**config.mk**
```make
export PLATFORM = sky130hd
export DESIGN_NAME = flush_subsystem
export DESIGN_NICKNAME = d
export VERILOG_FILES = /design/src/logic/flush_pkg.sv /design/src/logic/commit_event_decoder.sv /design/src/logic/flush_event_queue.sv /design/src/logic/flush_controller.sv /design/src/logic/dcache_flush_engine.sv /design/src/logic/flush_subsystem.sv
export SDC_FILE = /design/constraint.sdc
export NUM_CORES = 1
export LEC_CHECK = 0
export ABC_AREA = 1
export BUFFER_PORTS_ARGS = -buffer_cell sky130_fd_sc_hd__buf_2
export CAP_MARGIN = 20
export CORE_UTILIZATION = 30
export DETAILED_ROUTE_END_ITERATION = 8
export SLEW_MARGIN = 10
export SYNTH_ARGS = -nofsm -noshare
export SYNTH_HDL_FRONTEND = slang
export SYNTH_HIERARCHICAL = 1
export SYNTH_SLANG_ARGS = --single-unit
```
**constraint.sdc**
```tcl
create_clock -name clk_i -period 7 [get_ports clk_i]
set_input_delay 1.05 -clock clk_i [delete_from_list [all_inputs] [get_ports clk_i]]
set_output_delay 1.05 -clock clk_i [all_outputs]
set_load 0.05 [all_outputs]
```
**src/logic/flush_pkg.sv**
```systemverilog
`default_nettype none

package flush_pkg;

    // --------------------
    // One-hot flush events
    // --------------------
    localparam int EV_W          = 8;
    localparam int EV_MISPREDICT = 0;
    localparam int EV_FENCE      = 1;
    localparam int EV_FENCE_I    = 2;
    localparam int EV_SFENCE_VMA = 3;
    localparam int EV_FENCE_T    = 4;
    localparam int EV_CSR_FLUSH  = 5;
    localparam int EV_EXCEPTION  = 6;
    localparam int EV_ERET       = 7;

    // Committed instruction classes
    localparam int OP_W = 4;
    localparam logic [OP_W-1:0] OP_NONE        = 4'd0;
    localparam logic [OP_W-1:0] OP_BRANCH_MISS = 4'd1;
    localparam logic [OP_W-1:0] OP_FENCE       = 4'd2;
    localparam logic [OP_W-1:0] OP_FENCE_I     = 4'd3;
    localparam logic [OP_W-1:0] OP_SFENCE      = 4'd4;
    localparam logic [OP_W-1:0] OP_FENCE_T     = 4'd5;
    localparam logic [OP_W-1:0] OP_CSR_WR      = 4'd6;
    localparam logic [OP_W-1:0] OP_EXC         = 4'd7;
    localparam logic [OP_W-1:0] OP_ERET        = 4'd8;

    // --------------------
    // Sizes
    // --------------------
    localparam int FENCE_T_W    = 14;
    localparam int QUEUE_DEPTH  = 4;
    localparam int QUEUE_PTR_W  = 2;
    localparam int DCACHE_LINES = 8;
    // Line index width for the flush walk
    localparam int DCACHE_IDX_W = $clog2(DCACHE_LINES);

endpackage

`default_nettype wire

```
**src/logic/commit_event_decoder.sv**
```systemverilog
`default_nettype none

module commit_event_decoder import flush_pkg::*; (
    input  logic                 clk_i,
    input  logic                 rst_ni,
    input  logic                 commit_valid_i,
    input  logic [OP_W-1:0]      commit_op_i,
    input  logic [FENCE_T_W-1:0] commit_fence_t_i,
    input  logic                 full_i,
    output logic                 push_o,
    output logic [EV_W-1:0]      event_o,
    output logic [FENCE_T_W-1:0] mask_o
);

    logic [EV_W-1:0]      event_d;
    logic [FENCE_T_W-1:0] mask_d;
    logic                 known;

    // --------------------
    // Opcode to event
    // --------------------
    always_comb begin
        event_d = '0;
        mask_d  = '0;
        known   = 1'b1;
        case (commit_op_i)
            OP_BRANCH_MISS: event_d[EV_MISPREDICT] = 1'b1;
            OP_FENCE:       event_d[EV_FENCE]      = 1'b1;
            OP_FENCE_I:     event_d[EV_FENCE_I]    = 1'b1;
            OP_SFENCE:      event_d[EV_SFENCE_VMA] = 1'b1;
            OP_FENCE_T: begin
                event_d[EV_FENCE_T] = 1'b1;
                // Only fence.t carries a mask
                mask_d = commit_fence_t_i;
            end
            OP_CSR_WR:      event_d[EV_CSR_FLUSH]  = 1'b1;
            OP_EXC:         event_d[EV_EXCEPTION]  = 1'b1;
            OP_ERET:        event_d[EV_ERET]       = 1'b1;
            // OP_NONE and unused codes push nothing
            default:        known = 1'b0;
        endcase
    end

    // Push strobe, dropped when the queue reports full
    always_ff @(posedge clk_i or negedge rst_ni) begin
        if (!rst_ni) begin
            push_o <= 1'b0;
        end else begin
            push_o <= commit_valid_i && known && !full_i;
        end
    end

    // Event payload, only meaningful with push_o
    always_ff @(posedge clk_i) begin
        event_o <= event_d;
        mask_o  <= mask_d;
    end

endmodule

`default_nettype wire

```
**src/logic/flush_event_queue.sv**
```systemverilog
`default_nettype none

module flush_event_queue import flush_pkg::*; (
    input  logic                 clk_i,
    input  logic                 rst_ni,
    input  logic                 push_i,
    input  logic [EV_W-1:0]      event_i,
    input  logic [FENCE_T_W-1:0] mask_i,
    input  logic                 halt_i,
    output logic [EV_W-1:0]      head_event_o,
    output logic [FENCE_T_W-1:0] head_mask_o,
    output logic                 head_valid_o,
    output logic                 full_o
);

    logic [EV_W-1:0]      ev_mem   [QUEUE_DEPTH];
    logic [FENCE_T_W-1:0] mask_mem [QUEUE_DEPTH];
    logic [QUEUE_PTR_W-1:0] rd_ptr_q, wr_ptr_q;
    logic [QUEUE_PTR_W:0]   count_q;
    logic push_ok, pop;

    // Head is presented straight from storage
    assign head_valid_o = (count_q != '0);
    assign head_event_o = ev_mem[rd_ptr_q];
    assign head_mask_o  = mask_mem[rd_ptr_q];

    // Self pop, one cycle per event while the core runs
    assign pop     = head_valid_o && !halt_i;
    assign push_ok = push_i && ((count_q < QUEUE_DEPTH) || pop);

    // Counts the push already in the decoder register as occupied
    assign full_o = (({1'b0, count_q} + push_i) >= QUEUE_DEPTH);

    // --------------------
    // Pointers and count
    // --------------------
    always_ff @(posedge clk_i or negedge rst_ni) begin
        if (!rst_ni) begin
            rd_ptr_q <= '0;
            wr_ptr_q <= '0;
            count_q  <= '0;
        end else begin
            if (push_ok) wr_ptr_q <= wr_ptr_q + 1'b1;
            if (pop)     rd_ptr_q <= rd_ptr_q + 1'b1;
            case ({push_ok, pop})
                2'b10:   count_q <= count_q + 1'b1;
                2'b01:   count_q <= count_q - 1'b1;
                default: count_q <= count_q;
            endcase
        end
    end

    // Storage
    always_ff @(posedge clk_i) begin
        if (push_ok) begin
            ev_mem[wr_ptr_q]   <= event_i;
            mask_mem[wr_ptr_q] <= mask_i;
        end
    end

endmodule

`default_nettype wire

```
**src/logic/flush_controller.sv**
```systemverilog
`default_nettype none

module flush_controller import flush_pkg::*; (
    input  logic                 clk_i,
    input  logic                 rst_ni,
    input  logic                 event_valid_i,
    input  logic [EV_W-1:0]      event_i,
    input  logic [FENCE_T_W-1:0] fence_t_i,
    input  logic                 flush_dcache_ack_i,
    input  logic                 halt_csr_i,
    output logic                 set_pc_commit_o,
    output logic                 flush_if_o,
    output logic                 flush_unissued_instr_o,
    output logic                 flush_id_o,
    output logic                 flush_ex_o,
    output logic                 flush_bp_o,
    output logic                 flush_icache_o,
    output logic                 flush_tlb_o,
    output logic                 flush_dcache_lfsr_o,
    output logic                 flush_icache_lfsr_o,
    output logic                 flush_tlb_plru_tree_o,
    output logic                 flush_dcache_mem_arb_o,
    output logic                 flush_dcache_wbuffer_arb_o,
    output logic                 flush_dcache_fifo_o,
    output logic                 flush_dcache_o,
    output logic                 halt_o
);

    logic fence_active_d, fence_active_q;
    logic flush_dcache;
    logic ev_fire;

    // Head event is consumed only in a cycle the queue pops
    assign ev_fire = event_valid_i && !halt_o;

    // --------------------
    // Strobe decode
    // --------------------
    always_comb begin
        fence_active_d             = fence_active_q;
        flush_dcache               = 1'b0;
        set_pc_commit_o            = 1'b0;
        flush_if_o                 = 1'b0;
        flush_unissued_instr_o     = 1'b0;
        flush_id_o                 = 1'b0;
        flush_ex_o                 = 1'b0;
        flush_bp_o                 = 1'b0;
        flush_icache_o             = 1'b0;
        flush_tlb_o                = 1'b0;
        flush_dcache_lfsr_o        = 1'b0;
        flush_icache_lfsr_o        = 1'b0;
        flush_tlb_plru_tree_o      = 1'b0;
        flush_dcache_mem_arb_o     = 1'b0;
        flush_dcache_wbuffer_arb_o = 1'b0;
        flush_dcache_fifo_o        = 1'b0;

        if (ev_fire) begin
            // Mispredict only drops the front end
            if (event_i[EV_MISPREDICT]) begin
                flush_if_o             = 1'b1;
                flush_unissued_instr_o = 1'b1;
            end
            // Fence family and CSR writes restart from commit
            if (event_i[EV_FENCE] || event_i[EV_FENCE_I] ||
                event_i[EV_SFENCE_VMA] || event_i[EV_CSR_FLUSH]) begin
                set_pc_commit_o        = 1'b1;
                flush_if_o             = 1'b1;
                flush_unissued_instr_o = 1'b1;
                flush_id_o             = 1'b1;
                flush_ex_o             = 1'b1;
            end
            // Data cache is always written back on fence and fence.i
            if (event_i[EV_FENCE] || event_i[EV_FENCE_I]) begin
                flush_dcache   = 1'b1;
                fence_active_d = 1'b1;
            end
            if (event_i[EV_FENCE_I]) flush_icache_o = 1'b1;
            if (event_i[EV_SFENCE_VMA]) flush_tlb_o = 1'b1;

            // Fence.t, one strobe per mask bit
            if (event_i[EV_FENCE_T]) begin
                set_pc_commit_o            = 1'b1;
                flush_if_o                 = fence_t_i[0];
                flush_unissued_instr_o     = fence_t_i[1];
                flush_id_o                 = fence_t_i[2];
                flush_ex_o                 = fence_t_i[3];
                flush_dcache               = fence_t_i[4];
                flush_icache_o             = fence_t_i[5];
                flush_tlb_o                = fence_t_i[6];
                flush_bp_o                 = fence_t_i[7];
                flush_dcache_lfsr_o        = fence_t_i[8];
                flush_icache_lfsr_o        = fence_t_i[9];
                flush_tlb_plru_tree_o      = fence_t_i[10];
                flush_dcache_mem_arb_o     = fence_t_i[11];
                flush_dcache_wbuffer_arb_o = fence_t_i[12];
                flush_dcache_fifo_o        = fence_t_i[13];
                fence_active_d             = fence_t_i[4];
            end

            // Trap entry and return take their own PC
            if (event_i[EV_EXCEPTION] || event_i[EV_ERET]) begin
                set_pc_commit_o        = 1'b0;
                flush_if_o             = 1'b1;
                flush_unissued_instr_o = 1'b1;
                flush_id_o             = 1'b1;
                flush_ex_o             = 1'b1;
                flush_bp_o             = 1'b1;
            end
        end

        // --------------------
        // Fence tracking
        // --------------------
        if (fence_active_q && flush_dcache_ack_i) begin
            fence_active_d = 1'b0;
        end else if (fence_active_q) begin
            // Hold the request until the cache answers
            flush_dcache = 1'b1;
        end
    end

    // Core stalls on a CSR request or an open fence
    assign halt_o = halt_csr_i || fence_active_q;

    always_ff @(posedge clk_i or negedge rst_ni) begin
        if (!rst_ni) begin
            fence_active_q <= 1'b0;
            flush_dcache_o <= 1'b0;
        end else begin
            fence_active_q <= fence_active_d;
            flush_dcache_o <= flush_dcache;
        end
    end

endmodule

`default_nettype wire

```
**src/logic/dcache_flush_engine.sv**
```systemverilog
`default_nettype none

module dcache_flush_engine import flush_pkg::*; (
    input  logic clk_i,
    input  logic rst_ni,
    input  logic flush_i,
    output logic ack_o,
    output logic busy_o
);

    typedef enum logic [1:0] {
        IDLE,
        WALK,
        ACK,
        DRAIN
    } state_e;

    state_e state_q;
    logic [DCACHE_IDX_W-1:0] line_q;

    // Ack is a single cycle, taken from the state register
    assign ack_o  = (state_q == ACK);
    assign busy_o = (state_q == WALK) || (state_q == ACK);

    // --------------------
    // Line walk
    // --------------------
    always_ff @(posedge clk_i or negedge rst_ni) begin
        if (!rst_ni) begin
            state_q <= IDLE;
            line_q  <= '0;
        end else begin
            case (state_q)
                IDLE: begin
                    line_q <= '0;
                    if (flush_i) state_q <= WALK;
                end
                WALK: begin
                    // One line per cycle
                    line_q <= line_q + 1'b1;
                    if (line_q == DCACHE_IDX_W'(DCACHE_LINES - 1)) state_q <= ACK;
                end
                ACK:     state_q <= DRAIN;
                // Wait for the request to drop before rearming
                DRAIN:   if (!flush_i) state_q <= IDLE;
                default: state_q <= IDLE;
            endcase
        end
    end

endmodule

`default_nettype wire

```
**src/logic/flush_subsystem.sv**
```systemverilog
`default_nettype none

module flush_subsystem import flush_pkg::*; (
    input  logic                 clk_i,
    input  logic                 rst_ni,
    input  logic                 commit_valid_i,
    input  logic [OP_W-1:0]      commit_op_i,
    input  logic [FENCE_T_W-1:0] commit_fence_t_i,
    input  logic                 halt_csr_i,
    output logic                 commit_ready_o,
    output logic                 set_pc_commit_o,
    output logic                 flush_if_o,
    output logic                 flush_unissued_instr_o,
    output logic                 flush_id_o,
    output logic                 flush_ex_o,
    output logic                 flush_bp_o,
    output logic                 flush_icache_o,
    output logic                 flush_tlb_o,
    output logic                 flush_dcache_lfsr_o,
    output logic                 flush_icache_lfsr_o,
    output logic                 flush_tlb_plru_tree_o,
    output logic                 flush_dcache_mem_arb_o,
    output logic                 flush_dcache_wbuffer_arb_o,
    output logic                 flush_dcache_fifo_o,
    output logic                 flush_dcache_o,
    output logic                 halt_o,
    output logic                 dcache_busy_o
);

    // --------------------
    // Internal nets
    // --------------------
    logic                 push;
    logic [EV_W-1:0]      push_event;
    logic [FENCE_T_W-1:0] push_mask;
    logic                 full;
    logic [EV_W-1:0]      head_event;
    logic [FENCE_T_W-1:0] head_mask;
    logic                 head_valid;
    logic                 dcache_ack;

    // Commit side stalls on a full queue
    assign commit_ready_o = !full;

    commit_event_decoder i_commit_event_decoder (
        .clk_i            (clk_i),
        .rst_ni           (rst_ni),
        .commit_valid_i   (commit_valid_i),
        .commit_op_i      (commit_op_i),
        .commit_fence_t_i (commit_fence_t_i),
        .full_i           (full),
        .push_o           (push),
        .event_o          (push_event),
        .mask_o           (push_mask)
    );

    flush_event_queue i_flush_event_queue (
        .clk_i        (clk_i),
        .rst_ni       (rst_ni),
        .push_i       (push),
        .event_i      (push_event),
        .mask_i       (push_mask),
        .halt_i       (halt_o),
        .head_event_o (head_event),
        .head_mask_o  (head_mask),
        .head_valid_o (head_valid),
        .full_o       (full)
    );

    flush_controller i_flush_controller (
        .clk_i                      (clk_i),
        .rst_ni                     (rst_ni),
        .event_valid_i              (head_valid),
        .event_i                    (head_event),
        .fence_t_i                  (head_mask),
        .flush_dcache_ack_i         (dcache_ack),
        .halt_csr_i                 (halt_csr_i),
        .set_pc_commit_o            (set_pc_commit_o),
        .flush_if_o                 (flush_if_o),
        .flush_unissued_instr_o     (flush_unissued_instr_o),
        .flush_id_o                 (flush_id_o),
        .flush_ex_o                 (flush_ex_o),
        .flush_bp_o                 (flush_bp_o),
        .flush_icache_o             (flush_icache_o),
        .flush_tlb_o                (flush_tlb_o),
        .flush_dcache_lfsr_o        (flush_dcache_lfsr_o),
        .flush_icache_lfsr_o        (flush_icache_lfsr_o),
        .flush_tlb_plru_tree_o      (flush_tlb_plru_tree_o),
        .flush_dcache_mem_arb_o     (flush_dcache_mem_arb_o),
        .flush_dcache_wbuffer_arb_o (flush_dcache_wbuffer_arb_o),
        .flush_dcache_fifo_o        (flush_dcache_fifo_o),
        .flush_dcache_o             (flush_dcache_o),
        .halt_o                     (halt_o)
    );

    // Stand-in for the data cache
    dcache_flush_engine i_dcache_flush_engine (
        .clk_i   (clk_i),
        .rst_ni  (rst_ni),
        .flush_i (flush_dcache_o),
        .ack_o   (dcache_ack),
        .busy_o  (dcache_busy_o)
    );

endmodule

`default_nettype wire

```
==> metrics.md, run 1 <==
| Metric | Value |
|---|---|
| DR pass1 iterations | 4 |
| Hold Path End | i_flush_event_queue/mask_mem[1][5]$_DFFE_PP_ |
| Leak | 2.83 nW |
| TritonCTS clock tree | done |
| Dpl cells | about 750 |
| Hold path start | i_commit_event_decoder/mask_o[5]$_SDFF_PN0_ |
| Final hold slack | 0.472 ns |
| Die X | 136 µm |
| Commonest non-fill, non-tap cell in the layout | nand2_1 |
| Num rows | 48 |
| Maximum root-to-sink buffer count | 2 |
| Initial antenna violation count | 0 |
| Worst Hold Class | reg2reg |
| Crit path arrival time | 3.29 ns |
| Clk sink count | 125 |
| Netlist cell types | 31 |
| Core Region | 17500 µm² |
| Hpwl dp | 6.41 mm |
| Slew Limit Fails | 0 |
| Die area | approximately 19000 µm² |
| Vias in the first global route | 3271 |
| RSZ-0062 raised after global routing | no |
| First DRT Iteration DRCs | a little under 200 |
| Post-CTS Setup Bufs | 0 |
| Share of post-route cells with drive strength above 1 | 0.197 |
| Fill cells | 1701 |
| WL/cell | 13.1 µm |
| Layout Cells excl Fill | between 700 and 800 |
| Worst R2R Start | i_flush_event_queue/rd_ptr_q[1]$_DFFE_PN0P_ |
| Critical path type | reg2out |
| Worst-Margin Slew | 0.942 ns |
| Worst clock skew | 0.00490 ns |
| Post-Syn Area | 5420 µm² |
| Hold Vio Cnt, Final | 0 |
| Num CTS Buffers | 17 |
| Most used flip-flop cell after synthesis | edfxtp_1 |
| Antenna Violating Nets Remaining | 0 |
| Port buffer count | 39 |
| Mapped Cells | 493 |
| P&R area growth vs syn | 17.9% |
| CTS H-tree lvls | 4 |
| Fraction of registers with async set/reset | 0.120 |
| Antenna cells | 0 |
| Final setup TNS | 0 ns |
| Reg2Reg Depth | 7 |
| Status | finished, final reports clean |
| Maxcap violations | 0 |
| Highest achievable clock rate | roughly 230 MHz |
| Total track usage | 0.121 |
| Vias per cell | 4.32 |
| Total Power | 2.70 mW |
| Remaining global-route overflow | 0 |
| Period utilization | 0.620 |
| Worst setup SP type | flip-flop |
| Worst r2r dst | i_flush_controller/flush_dcache_o$_DFF_PN0_ |
| DIE HEIGHT | 136 µm |
| Post-cts sizing count | 0 |
| Io pins | 40 |
| Number of synthesized register bits | 125 |
| Hold depth | 0 |
| Final-report setup violation count | 0 |
| Post-synth net total | 528 |
| CTS root buffer | clkbuf_16 |
| Warnings from Yosys | 6 |
| # DRC | 0 |
| Crit end category | primary output |
| Largest net degree at the start of global routing | 91 |
| Reg clk slew, reported paths | roughly 0.05 ns |
| Crit path max fanout | 24 |
| Clock Latency Late Sink | ~0.41 ns |
| Gp weighted congestion | 0.770 |
| Global-route wire length before repair | 16.5 mm |
| Cts hold-fix bufs | 0 |
| DR vias | around 3400 |
| Sequential area share after synthesis | 0.638 |
| Post-synth EDFFs | 88 |
| Post-Route WL | 10.2 mm |
| Avg Cell Area, Syn | ~11 µm² |
| Worst VDD drop | 0.000182 V |
| Final nets | 575 |
| Reg2reg setup slack | roughly 4.3 ns |
| Starting density of the core | 0.310 |
| PwrDens | approximately 420 nW/µm² |
| Slew HR | 0.372 |
| Most frequent cells in the layout | nand2_1 (129), inv_1 (92), edfxtp_1 (88), buf_2 (39), o211ai_1 (30) |
| WP data required | 5.95 ns |
| Period minus WS final | 4.34 ns |
## report_power, final
group	switching [mW]	internal, mW	total (mW)
clock network	0.287	0.592	0.878
registers	0.0657	0.882	0.948
logic	0.621	0.257	0.878
## stage by stage
step            util  setup WS [ns]  area [µm²]
2_1_floorplan      -           3.74        5420
3_3_place_gp   0.331           3.16        5790
3_5_place_dp   0.331           3.12        5790
4_1_cts        0.366           2.67        6390
5_1_grt        0.366           2.40        6390
6_report       0.366           2.66        6390
## cell usage after synthesis, drive strengths merged (2+ instances only)
library cell / number / area, µm²
o21ai: 3 / 15.0
a21oi: 7 / 35.0
o22ai: 2 / 12.5
edfxtp: 88 / 2640
nor2: 35 / 169
nand4: 2 / 27.5
o211ai: 44 / 400
dfrtp: 15 / 375
or2: 2 / 12.5
nor3: 5 / 25.0
ha: 12 / 150
nand3: 10 / 55.1
buf: 15 / 141
dfxtp: 22 / 440
inv: 96 / 360
nand2: 130 / 490
## flip-flops by register name, summed over array words and instances, names as in the netlist
| register | cells |
|---|---|
| i_commit_event_decoder/event_o | 8 |
| i_commit_event_decoder/mask_o | 14 |
| i_commit_event_decoder/push_o | 1 |
| i_dcache_flush_engine/line_q | 3 |
| i_dcache_flush_engine/state_q | 2 |
| i_flush_controller/fence_active_q | 1 |
| i_flush_controller/flush_dcache_o | 1 |
| i_flush_event_queue/count_q | 3 |
| i_flush_event_queue/ev_mem | 32 |
| i_flush_event_queue/mask_mem | 56 |
| i_flush_event_queue/rd_ptr_q | 2 |
| i_flush_event_queue/wr_ptr_q | 2 |
## worst max-delay path: stages, from the launching register on
cell      delay (ns)
dfrtp_1         0.96
inv_2           0.51
o211ai_2        0.18
nand2_1         0.36
inv_2           0.22
nand2_1         0.13
a21oi_1         0.19
buf_2           0.30
## kinds of logic (layout without fill, tap and decap cells)
group | count (synthesis) | after routing | share of synthesized area
AOI/OAI and AO/OA | 57 | 57 | 0.0875
buffers and inverters | 112 | 171 | 0.0951
DFF | 125 | 125 | 0.638
and+or+nand+nor | 184 | 184 | 0.144
xor gates and xnor gates | 1 | 1 | 0.00162
adders and majority gates | 13 | 13 | 0.0314
muxes | 1 | 1 | 0.00277
## final cells by class
class                      instances  area [µm²]  share of cell area
sequential                       125        3460               0.541
multi-input combinational        256        1460               0.228
clock buffer                      24         492              0.0769
inverter                          96         360              0.0564
tap                              225         282              0.0440
timing repair buffer              44         233              0.0364
clock inverter                     7         110              0.0172
## routing by layer
layer  routed length, µm  GRT usage  up-vias  part of all wire
li1                    -          -     1702                 -
met1                4450      0.141     1581              0.44
met2                5090      0.199       58              0.50
met3                 413     0.0421       16             0.041
met4                 197     0.0580        0             0.019
met5                   0          0        -                 0
## worst max path at each step
| stage | from | end | cells after the start | slack, ns |
|---|---|---|---|---|
| 4_1_cts | i_flush_event_queue/rd_ptr_q[1]$_DFFE_PN0P_ | flush_tlb_o | 7 | 2.67 |
| 3_5_place_dp | i_flush_event_queue/rd_ptr_q[1]$_DFFE_PN0P_ | flush_tlb_o | 7 | 3.12 |
| 6_report | i_flush_event_queue/rd_ptr_q[1]$_DFFE_PN0P_ | flush_if_o | 7 | 2.66 |
| 3_3_place_gp | i_flush_event_queue/rd_ptr_q[1]$_DFFE_PN0P_ | flush_tlb_o | 7 | 3.16 |
| 2_1_floorplan | halt_csr_i | i_flush_event_queue/ev_mem[0][0]$_DFFE_PP_ | 5 | 3.74 |
| 5_1_grt | i_flush_event_queue/rd_ptr_q[1]$_DFFE_PN0P_ | flush_icache_o | 7 | 2.40 |
(Power assumes the default switching activity.)
==> run 2, diff against run 1 <==
clock period = 3.7 ns   (was 7 ns; I/O delays follow)
==> run 2 against run 1 <==
Combinational power is 95% higher. Utilization is 0.19 points higher. Via count rose by 1.4%. Design area grew 0.53%. Clock skew is 0.0046 ns higher. Die area is the same. Wire length rose by 1.7%. Total power is 90% higher. Largest power group unchanged. Highest routed layer unchanged.
==> metrics.md, run 2 (synthesized netlist as in run 1, its figures left out) <==
| Metric | Value |
|---|---|
| Status | finished, final reports clean |
| Num rows | 48 (unchanged) |
| Combinational Power Share | 0.333 (+0.008) |
| Vias in the first global route | 3412 (+4.3%) |
| Commonest non-fill, non-tap cell in the layout | nand2_1 |
| Crit path max fanout | 30 (+25%) |
| Most frequent cells in the layout | nand2_1 (129), inv_1 (92), edfxtp_1 (88), buf_2 (39), o211ai_1 (30) |
| Max reg flops | 56 (unchanged) |
| Period minus WS final | 3.20 ns |
| Largest regs | i_flush_event_queue/mask_mem (56), i_flush_event_queue/ev_mem (32), i_commit_event_decoder/mask_o (14) |
| Antenna cells | 0 (unchanged) |
| Crit-path cells | inv_2 -> nand2_1 -> o211ai_2 -> nand2_1 -> inv_2 -> nand2_1 -> a21oi_1 -> buf_2 |
| CTS H-tree lvls | 4 (unchanged) |
| Maxcap violations | 0 (unchanged) |
| Clock Latency Late Sink | 0.41 ns (about the same) |
| Worst r2r dst | i_flush_controller/fence_active_q$_DFFE_PN0P_ |
| Gp weighted congestion | 0.729 (-5.3%) |
| Worst VDD drop | 0.000406 V (+120%) |
| Global-route wire length before repair | 16.8 mm (+1.8%) |
| Power share of the sequential group | 0.341 (-0.010) |
| Slowest-stage cell, CP | nand2_1 |
| TritonCTS clock tree | done |
| Maximum root-to-sink buffer count | 2 (unchanged) |
| Io pins | 40 (unchanged) |
| CP max stage delay | 0.39 ns (-0.57 ns) |
| Post-CTS Setup Bufs | 0 (unchanged) |
| Clock Power Share | 0.326 (about the same) |
| PwrDens | 801 nW/µm² (+89%) |
| Post-Route WL | 10.3 mm (+1.7%) |
| Psw | 1.84 mW (+89%) |
| Reg clk slew, reported paths | 0.05 ns (about the same) |
| DR pass1 iterations | 6 (+2) |
| Crit path arrival time | 2.65 ns (-0.64 ns) |
| Worst Hold Class | in2async |
| Port buffer count | 39 (unchanged) |
| CTS root buffer | clkbuf_16 |
| Crit end category | primary output |
| Total track usage | 0.124 (+0.00314) |
| Critical path type | reg2out |
| Int Power | 3.30 mW (+91%) |
| Antenna Violating Nets Remaining | 0 (unchanged) |
| Worst R2R Start | i_flush_event_queue/rd_ptr_q[1]$_DFFE_PN0P_ |
| Dpl cells | 748 (+0.27%) |
| Largest net degree at the start of global routing | 35 (-62%) |
| Final nets | 577 (+0.35%) |
| Final-report setup violation count | 0 (unchanged) |
| Worst setup SP type | flip-flop |
| Most used cell, CP | nand2_1 |
| Reg with most FFs | i_flush_event_queue/mask_mem |
| Hpwl dp | 6.81 mm (+6.2%) |
| Vias per cell | 4.37 (+1.0%) |
| Initial antenna violation count | 0 (unchanged) |
| RSZ-0062 raised after global routing | no |
| Clk sink count | 125 (unchanged) |
| Post-cts sizing count | 0 (unchanged) |
| Reg2Reg Depth | 7 (unchanged) |
| DR vias | 3405 (+1.4%) |
| # DRC | 0 (unchanged) |
| Die area | 18600 µm² (unchanged) |
| Slew Limit Fails | 0 (unchanged) |
| Period utilization | 0.865 |
| Num CTS Buffers | 17 (unchanged) |
| Highest achievable clock rate | 312 MHz |
| P&R area growth vs syn | 18.5% |
| Worst clock skew | 0.00954 ns (+0.00463 ns) |
| WL/cell | 13.2 µm (+1.3%) |
| Sw Ratio | 0.358 (-0.00179) |
| Layout Cells excl Fill | 780 (+0.39%) |
| DIE HEIGHT | 136 µm (unchanged) |
| Worst-Margin Slew | 0.599 ns (-0.343 ns) |
| Hold Vio Cnt, Final | 0 (unchanged) |
| WP data required | 3.14 ns (-2.81 ns) |
| Starting density of the core | 0.310 (unchanged) |
| Leak | 2.85 nW (+0.72%) |
| Cts hold-fix bufs | 0 (unchanged) |
| Remaining global-route overflow | 0 (unchanged) |
| Core Region | 17500 µm² (unchanged) |
| First DRT Iteration DRCs | 182 (-8.1%) |
| Share of post-route cells with drive strength above 1 | 0.204 (+0.00614) |
| Slew HR | 0.600 (+0.227) |
| Reg2reg setup slack | 1.52 ns (-2.77 ns) |
| Final setup TNS | 0 ns (unchanged) |
| Die X | 136 µm (unchanged) |
-- run 2: changes by cell type in the layout (fill, tap and decap cells not counted) --
cell       change
buf_4          +2
clkbuf_8       +2
clkinv_1       -2
bufinv_16      -1
clkbuf_1       +1
clkbuf_16      +1
-- run 2: final cells by class --
type | count | area, µm²
clock inverter | 4 | 72.6
sequential | 125 | 3460
multi-input combinational | 256 | 1460
clock buffer | 28 | 548
tap | 225 | 282
inverter | 96 | 360
fill | 1694 | 11100
timing repair buffer | 46 | 248
-- run 2: worst max-delay path: cells and delay by family (launching register included) --
| kind | cells | cell delay, ns |
|---|---|---|
| buffers and inverters | 3 | 0.91 |
| AND/OR/NAND/NOR | 3 | 0.66 |
| flip-flops | 1 | 0.38 |
| AO/OA/AOI/OAI | 2 | 0.27 |
-- run 2: worst max path at each step --
stage	from	to	slack (ns)	depth (start not counted)
CTS	i_flush_event_queue/rd_ptr_q[0]$_DFFE_PN0P_	flush_icache_o	0.50	8
finish	i_flush_event_queue/rd_ptr_q[0]$_DFFE_PN0P_	flush_ex_o	0.50	8
global placement	i_flush_event_queue/rd_ptr_q[1]$_DFFE_PN0P_	set_pc_commit_o	0.98	6
floorplan	halt_csr_i	i_flush_event_queue/ev_mem[0][0]$_DFFE_PP_	0.94	5
detailed placement	i_flush_event_queue/rd_ptr_q[0]$_DFFE_PN0P_	flush_icache_o	0.95	8
global route	i_flush_event_queue/rd_ptr_q[0]$_DFFE_PN0P_	flush_id_o	0.22	8
-- run 2: power by group through the flow --
stage	sequential [mW]	combinational (mW)	clock, mW
after floorplan	1.78	1.40	0
after global placement	1.77	1.67	0
after detailed placement	1.78	1.72	0
after CTS	1.76	1.73	1.72
after global routing	1.77	1.92	1.78
final	1.75	1.71	1.68
-- run 2: through the flow --
stage	instance area [µm²]	worst slack (ns)	util	hold WS, ns	power [mW]
global route	6430	0.219	0.368	0.0543	5.47
CTS	6430	0.495	0.368	0.0381	5.20
floorplan	5420	0.937	-	0.259	3.19
global placement	5810	0.981	0.332	0.446	3.44
detailed placement	5810	0.953	0.332	0.459	3.51
finish	6430	0.500	0.368	0.0462	5.14
-- run 2: routing by layer --
metal,up-vias,track usage,wire (µm)
met5,-,0,0
met4,0,0.0586,199
met2,76,0.209,5150
met3,16,0.0436,437
li1,1703,-,-
met1,1610,0.141,4540
==> run 3, diff against run 2 <==
REMOVE_ABC_BUFFERS = 1   (was default)
==> run 3 against run 2 <==
Sequential power barely moved. Clock-buffer cell count fell by 10. Critical path depth did not move. Critical endpoint is now flush_icache_o. Largest cell class unchanged. Highest routed layer unchanged.
==> metrics.md, run 3 (synthesized netlist as in run 1, its figures left out) <==
| Metric | Value |
|---|---|
| Vias in the first global route | 3323 (-2.6%) |
| Clock Latency Late Sink | 0.41 ns (about the same) |
| Combinational Power Share | 0.335 (+0.002) |
| Vias per cell | 4.29 (-1.8%) |
| Leak | 2.83 nW (-0.57%) |
| Slew HR | 0.608 (+0.00799) |
| Max reg flops | 56 (unchanged) |
| Worst setup SP type | flip-flop |
| Most frequent cells in the layout | nand2_1 (129), inv_1 (92), edfxtp_1 (88), buf_2 (39), o211ai_1 (30) |
| Reg with most FFs | i_flush_event_queue/mask_mem |
| Critical path type | reg2out |
| Remaining global-route overflow | 0 (unchanged) |
| Total track usage | 0.123 (-0.00113) |
| Met2 Resource Use GR | 0.208 (-0.000282) |
| First DRT Iteration DRCs | 190 (+4.4%) |
| Reg clk slew, reported paths | 0.06 ns (about the same) |
| DR pass1 iterations | 4 (-2) |
| Clk sink count | 125 (unchanged) |
| Final-report setup violation count | 0 (unchanged) |
| WP data required | 3.14 ns (about the same) |
| Antenna cells | 0 (unchanged) |
| Reg2Reg Depth | 7 (unchanged) |
| Commonest non-fill, non-tap cell in the layout | nand2_1 |
| Largest net degree at the start of global routing | 47 (+34%) |
| Antenna Violating Nets Remaining | 0 (unchanged) |
| Crit end category | primary output |
| GRT met3 Usage | 0.0365 (-0.00708) |
| Maximum root-to-sink buffer count | 2 (unchanged) |
| Gp weighted congestion | 0.739 (+1.4%) |
| Core Region | 17500 µm² (unchanged) |
| WL/cell | 13.1 µm (-1.2%) |
| CTS H-tree lvls | 4 (unchanged) |
| Worst-Margin Slew | 0.587 ns (-0.0120 ns) |
| Starting density of the core | 0.310 (unchanged) |
| Reg2reg setup slack | 1.45 ns (-0.07 ns) |
| Period minus WS final | 3.23 ns (+0.0320 ns) |
| Post-Route WL | 10.2 mm (-0.95%) |
| Slew Limit Fails | 0 (unchanged) |
| P&R area growth vs syn | 18.2% |
| Cts hold-fix bufs | 0 (unchanged) |
| Layout Cells excl Fill | 782 (+0.26%) |
| Worst setup margin | 0.468 ns (-0.0320 ns) |
| Maxcap violations | 0 (unchanged) |
| DIE HEIGHT | 136 µm (unchanged) |
| Largest regs | i_flush_event_queue/mask_mem (56), i_flush_event_queue/ev_mem (32), i_commit_event_decoder/mask_o (14) |
| Crit path arrival time | 2.68 ns (+0.03 ns) |
| Final hold slack | 0.0454 ns (-0.000791 ns) |
| Int Power | 3.18 mW (-3.7%) |
| Worst Hold Class | in2async |
| Die X | 136 µm (unchanged) |
| Clock Power Share | 0.314 (-0.012) |
| Crit path max fanout | 46 (+53%) |
| Hold Vio Cnt, Final | 0 (unchanged) |
| Power share of the sequential group | 0.351 (+0.010) |
| Worst r2r dst | i_flush_controller/flush_dcache_o$_DFF_PN0_ |
| GR peak layer | met2 |
| Period utilization | 0.874 (+0.00864) |
| Final setup TNS | 0 ns (unchanged) |
| Io pins | 40 (unchanged) |
| Fin area | 6410 µm² (-0.31%) |
| Sw Ratio | 0.371 (+0.0129) |
| Worst R2R Start | i_flush_event_queue/rd_ptr_q[1]$_DFFE_PN0P_ |
| Initial antenna violation count | 0 (unchanged) |
| PwrDens | 789 nW/µm² (-1.4%) |
| Status | finished, final reports clean |
| Highest achievable clock rate | 309 MHz (-0.99%) |
| # DRC | 0 (unchanged) |
| Worst clock skew | 0.00624 ns (-0.00330 ns) |
| Num rows | 48 (unchanged) |
| Global-route wire length before repair | 16.7 mm (-0.41%) |
| Worst VDD drop | 0.000389 V (-4.2%) |
| Share of post-route cells with drive strength above 1 | 0.212 (+0.00825) |
| Psw | 1.88 mW (+1.8%) |
| Area after DPL | 5820 µm² (+0.26%) |
| Final nets | 579 (+0.35%) |
| Dpl cells | 750 (+0.27%) |
| TritonCTS clock tree | done |
| Num CTS Buffers | 17 (unchanged) |
| Die area | 18600 µm² (unchanged) |
| CTS root buffer | clkbuf_16 |
| RSZ-0062 raised after global routing | no |
| Port buffer count | 39 (unchanged) |
| Hpwl dp | 6.85 mm (+0.58%) |
| DR vias | 3353 (-1.5%) |
| Grt met1 use | 0.140 (-0.000209) |
| Dpl ws | 0.675 ns (-0.279 ns) |
-- run 3: changes by cell type in the layout (fill, tap and decap cells not counted), sizes merged --
cell and change:
clkinv +6, buf +2, inv +1, clkinvlp +3, clkbuf -10
-- run 3: layout make-up --
class                   instances  area, µm²
well taps                     225        282
flip-flops and latches        125       3460
clock inverters                14        144
repair buffers                 48        263
clock buffers                  18        439
inverters                      96        363
multi-input cells             256       1460
fillers                      1661      11100
-- run 3: worst max-delay path, stage by stage, from the launching register on --
cell and delay (ns):
dfrtp_1 0.41, inv_4 0.35, nand2_1 0.11, o211ai_1 0.12, nand2_1 0.40, inv_2 0.26
nand2_1 0.08, a21oi_1 0.21, buf_2 0.32
-- run 3: worst max path at each step --
stage	slack (ns)	to	cells after the start	startpoint
floorplan	0.46	flush_ex_o	7	i_flush_event_queue/rd_ptr_q[0]$_DFFE_PN0P_
finish	0.47	flush_icache_o	8	i_flush_event_queue/rd_ptr_q[0]$_DFFE_PN0P_
CTS	0.22	flush_tlb_o	8	i_flush_event_queue/rd_ptr_q[0]$_DFFE_PN0P_
global route	0.22	flush_tlb_o	8	i_flush_event_queue/rd_ptr_q[0]$_DFFE_PN0P_
detailed placement	0.67	flush_tlb_o	8	i_flush_event_queue/rd_ptr_q[0]$_DFFE_PN0P_
global placement	0.77	flush_tlb_o	8	i_flush_event_queue/rd_ptr_q[0]$_DFFE_PN0P_
-- run 3: power groups by stage --
| stage | Clock [mW] | Sequential [mW] | Combinational [mW] |
|---|---|---|---|
| after global placement | 0 | 1.79 | 1.69 |
| after CTS | 1.63 | 1.77 | 1.72 |
| after global routing | 1.68 | 1.79 | 1.90 |
| after floorplan | 0 | 1.80 | 1.24 |
| after detailed placement | 0 | 1.80 | 1.71 |
| final | 1.59 | 1.77 | 1.69 |
-- run 3: what timing repair did --
action / CTS / global route
endpoints found under the setup margin: 0 / 2
setup buffers: 0 / 0
resized for setup: 0 / 2
-- run 3: stage by stage --
stage                     total power [mW]   util
after floorplan                       3.04      -
after global placement                3.48  0.333
after detailed placement              3.51  0.333
after CTS                             5.13  0.366
after global routing                  5.37  0.367
final                                 5.06  0.367
-- run 3: routing by layer --
layer / part of all wire / wire (µm)
met1: 0.42 / 4300
met2: 0.51 / 5230
met3: 0.053 / 542
met4: 0.015 / 155
met5: 0 / 0
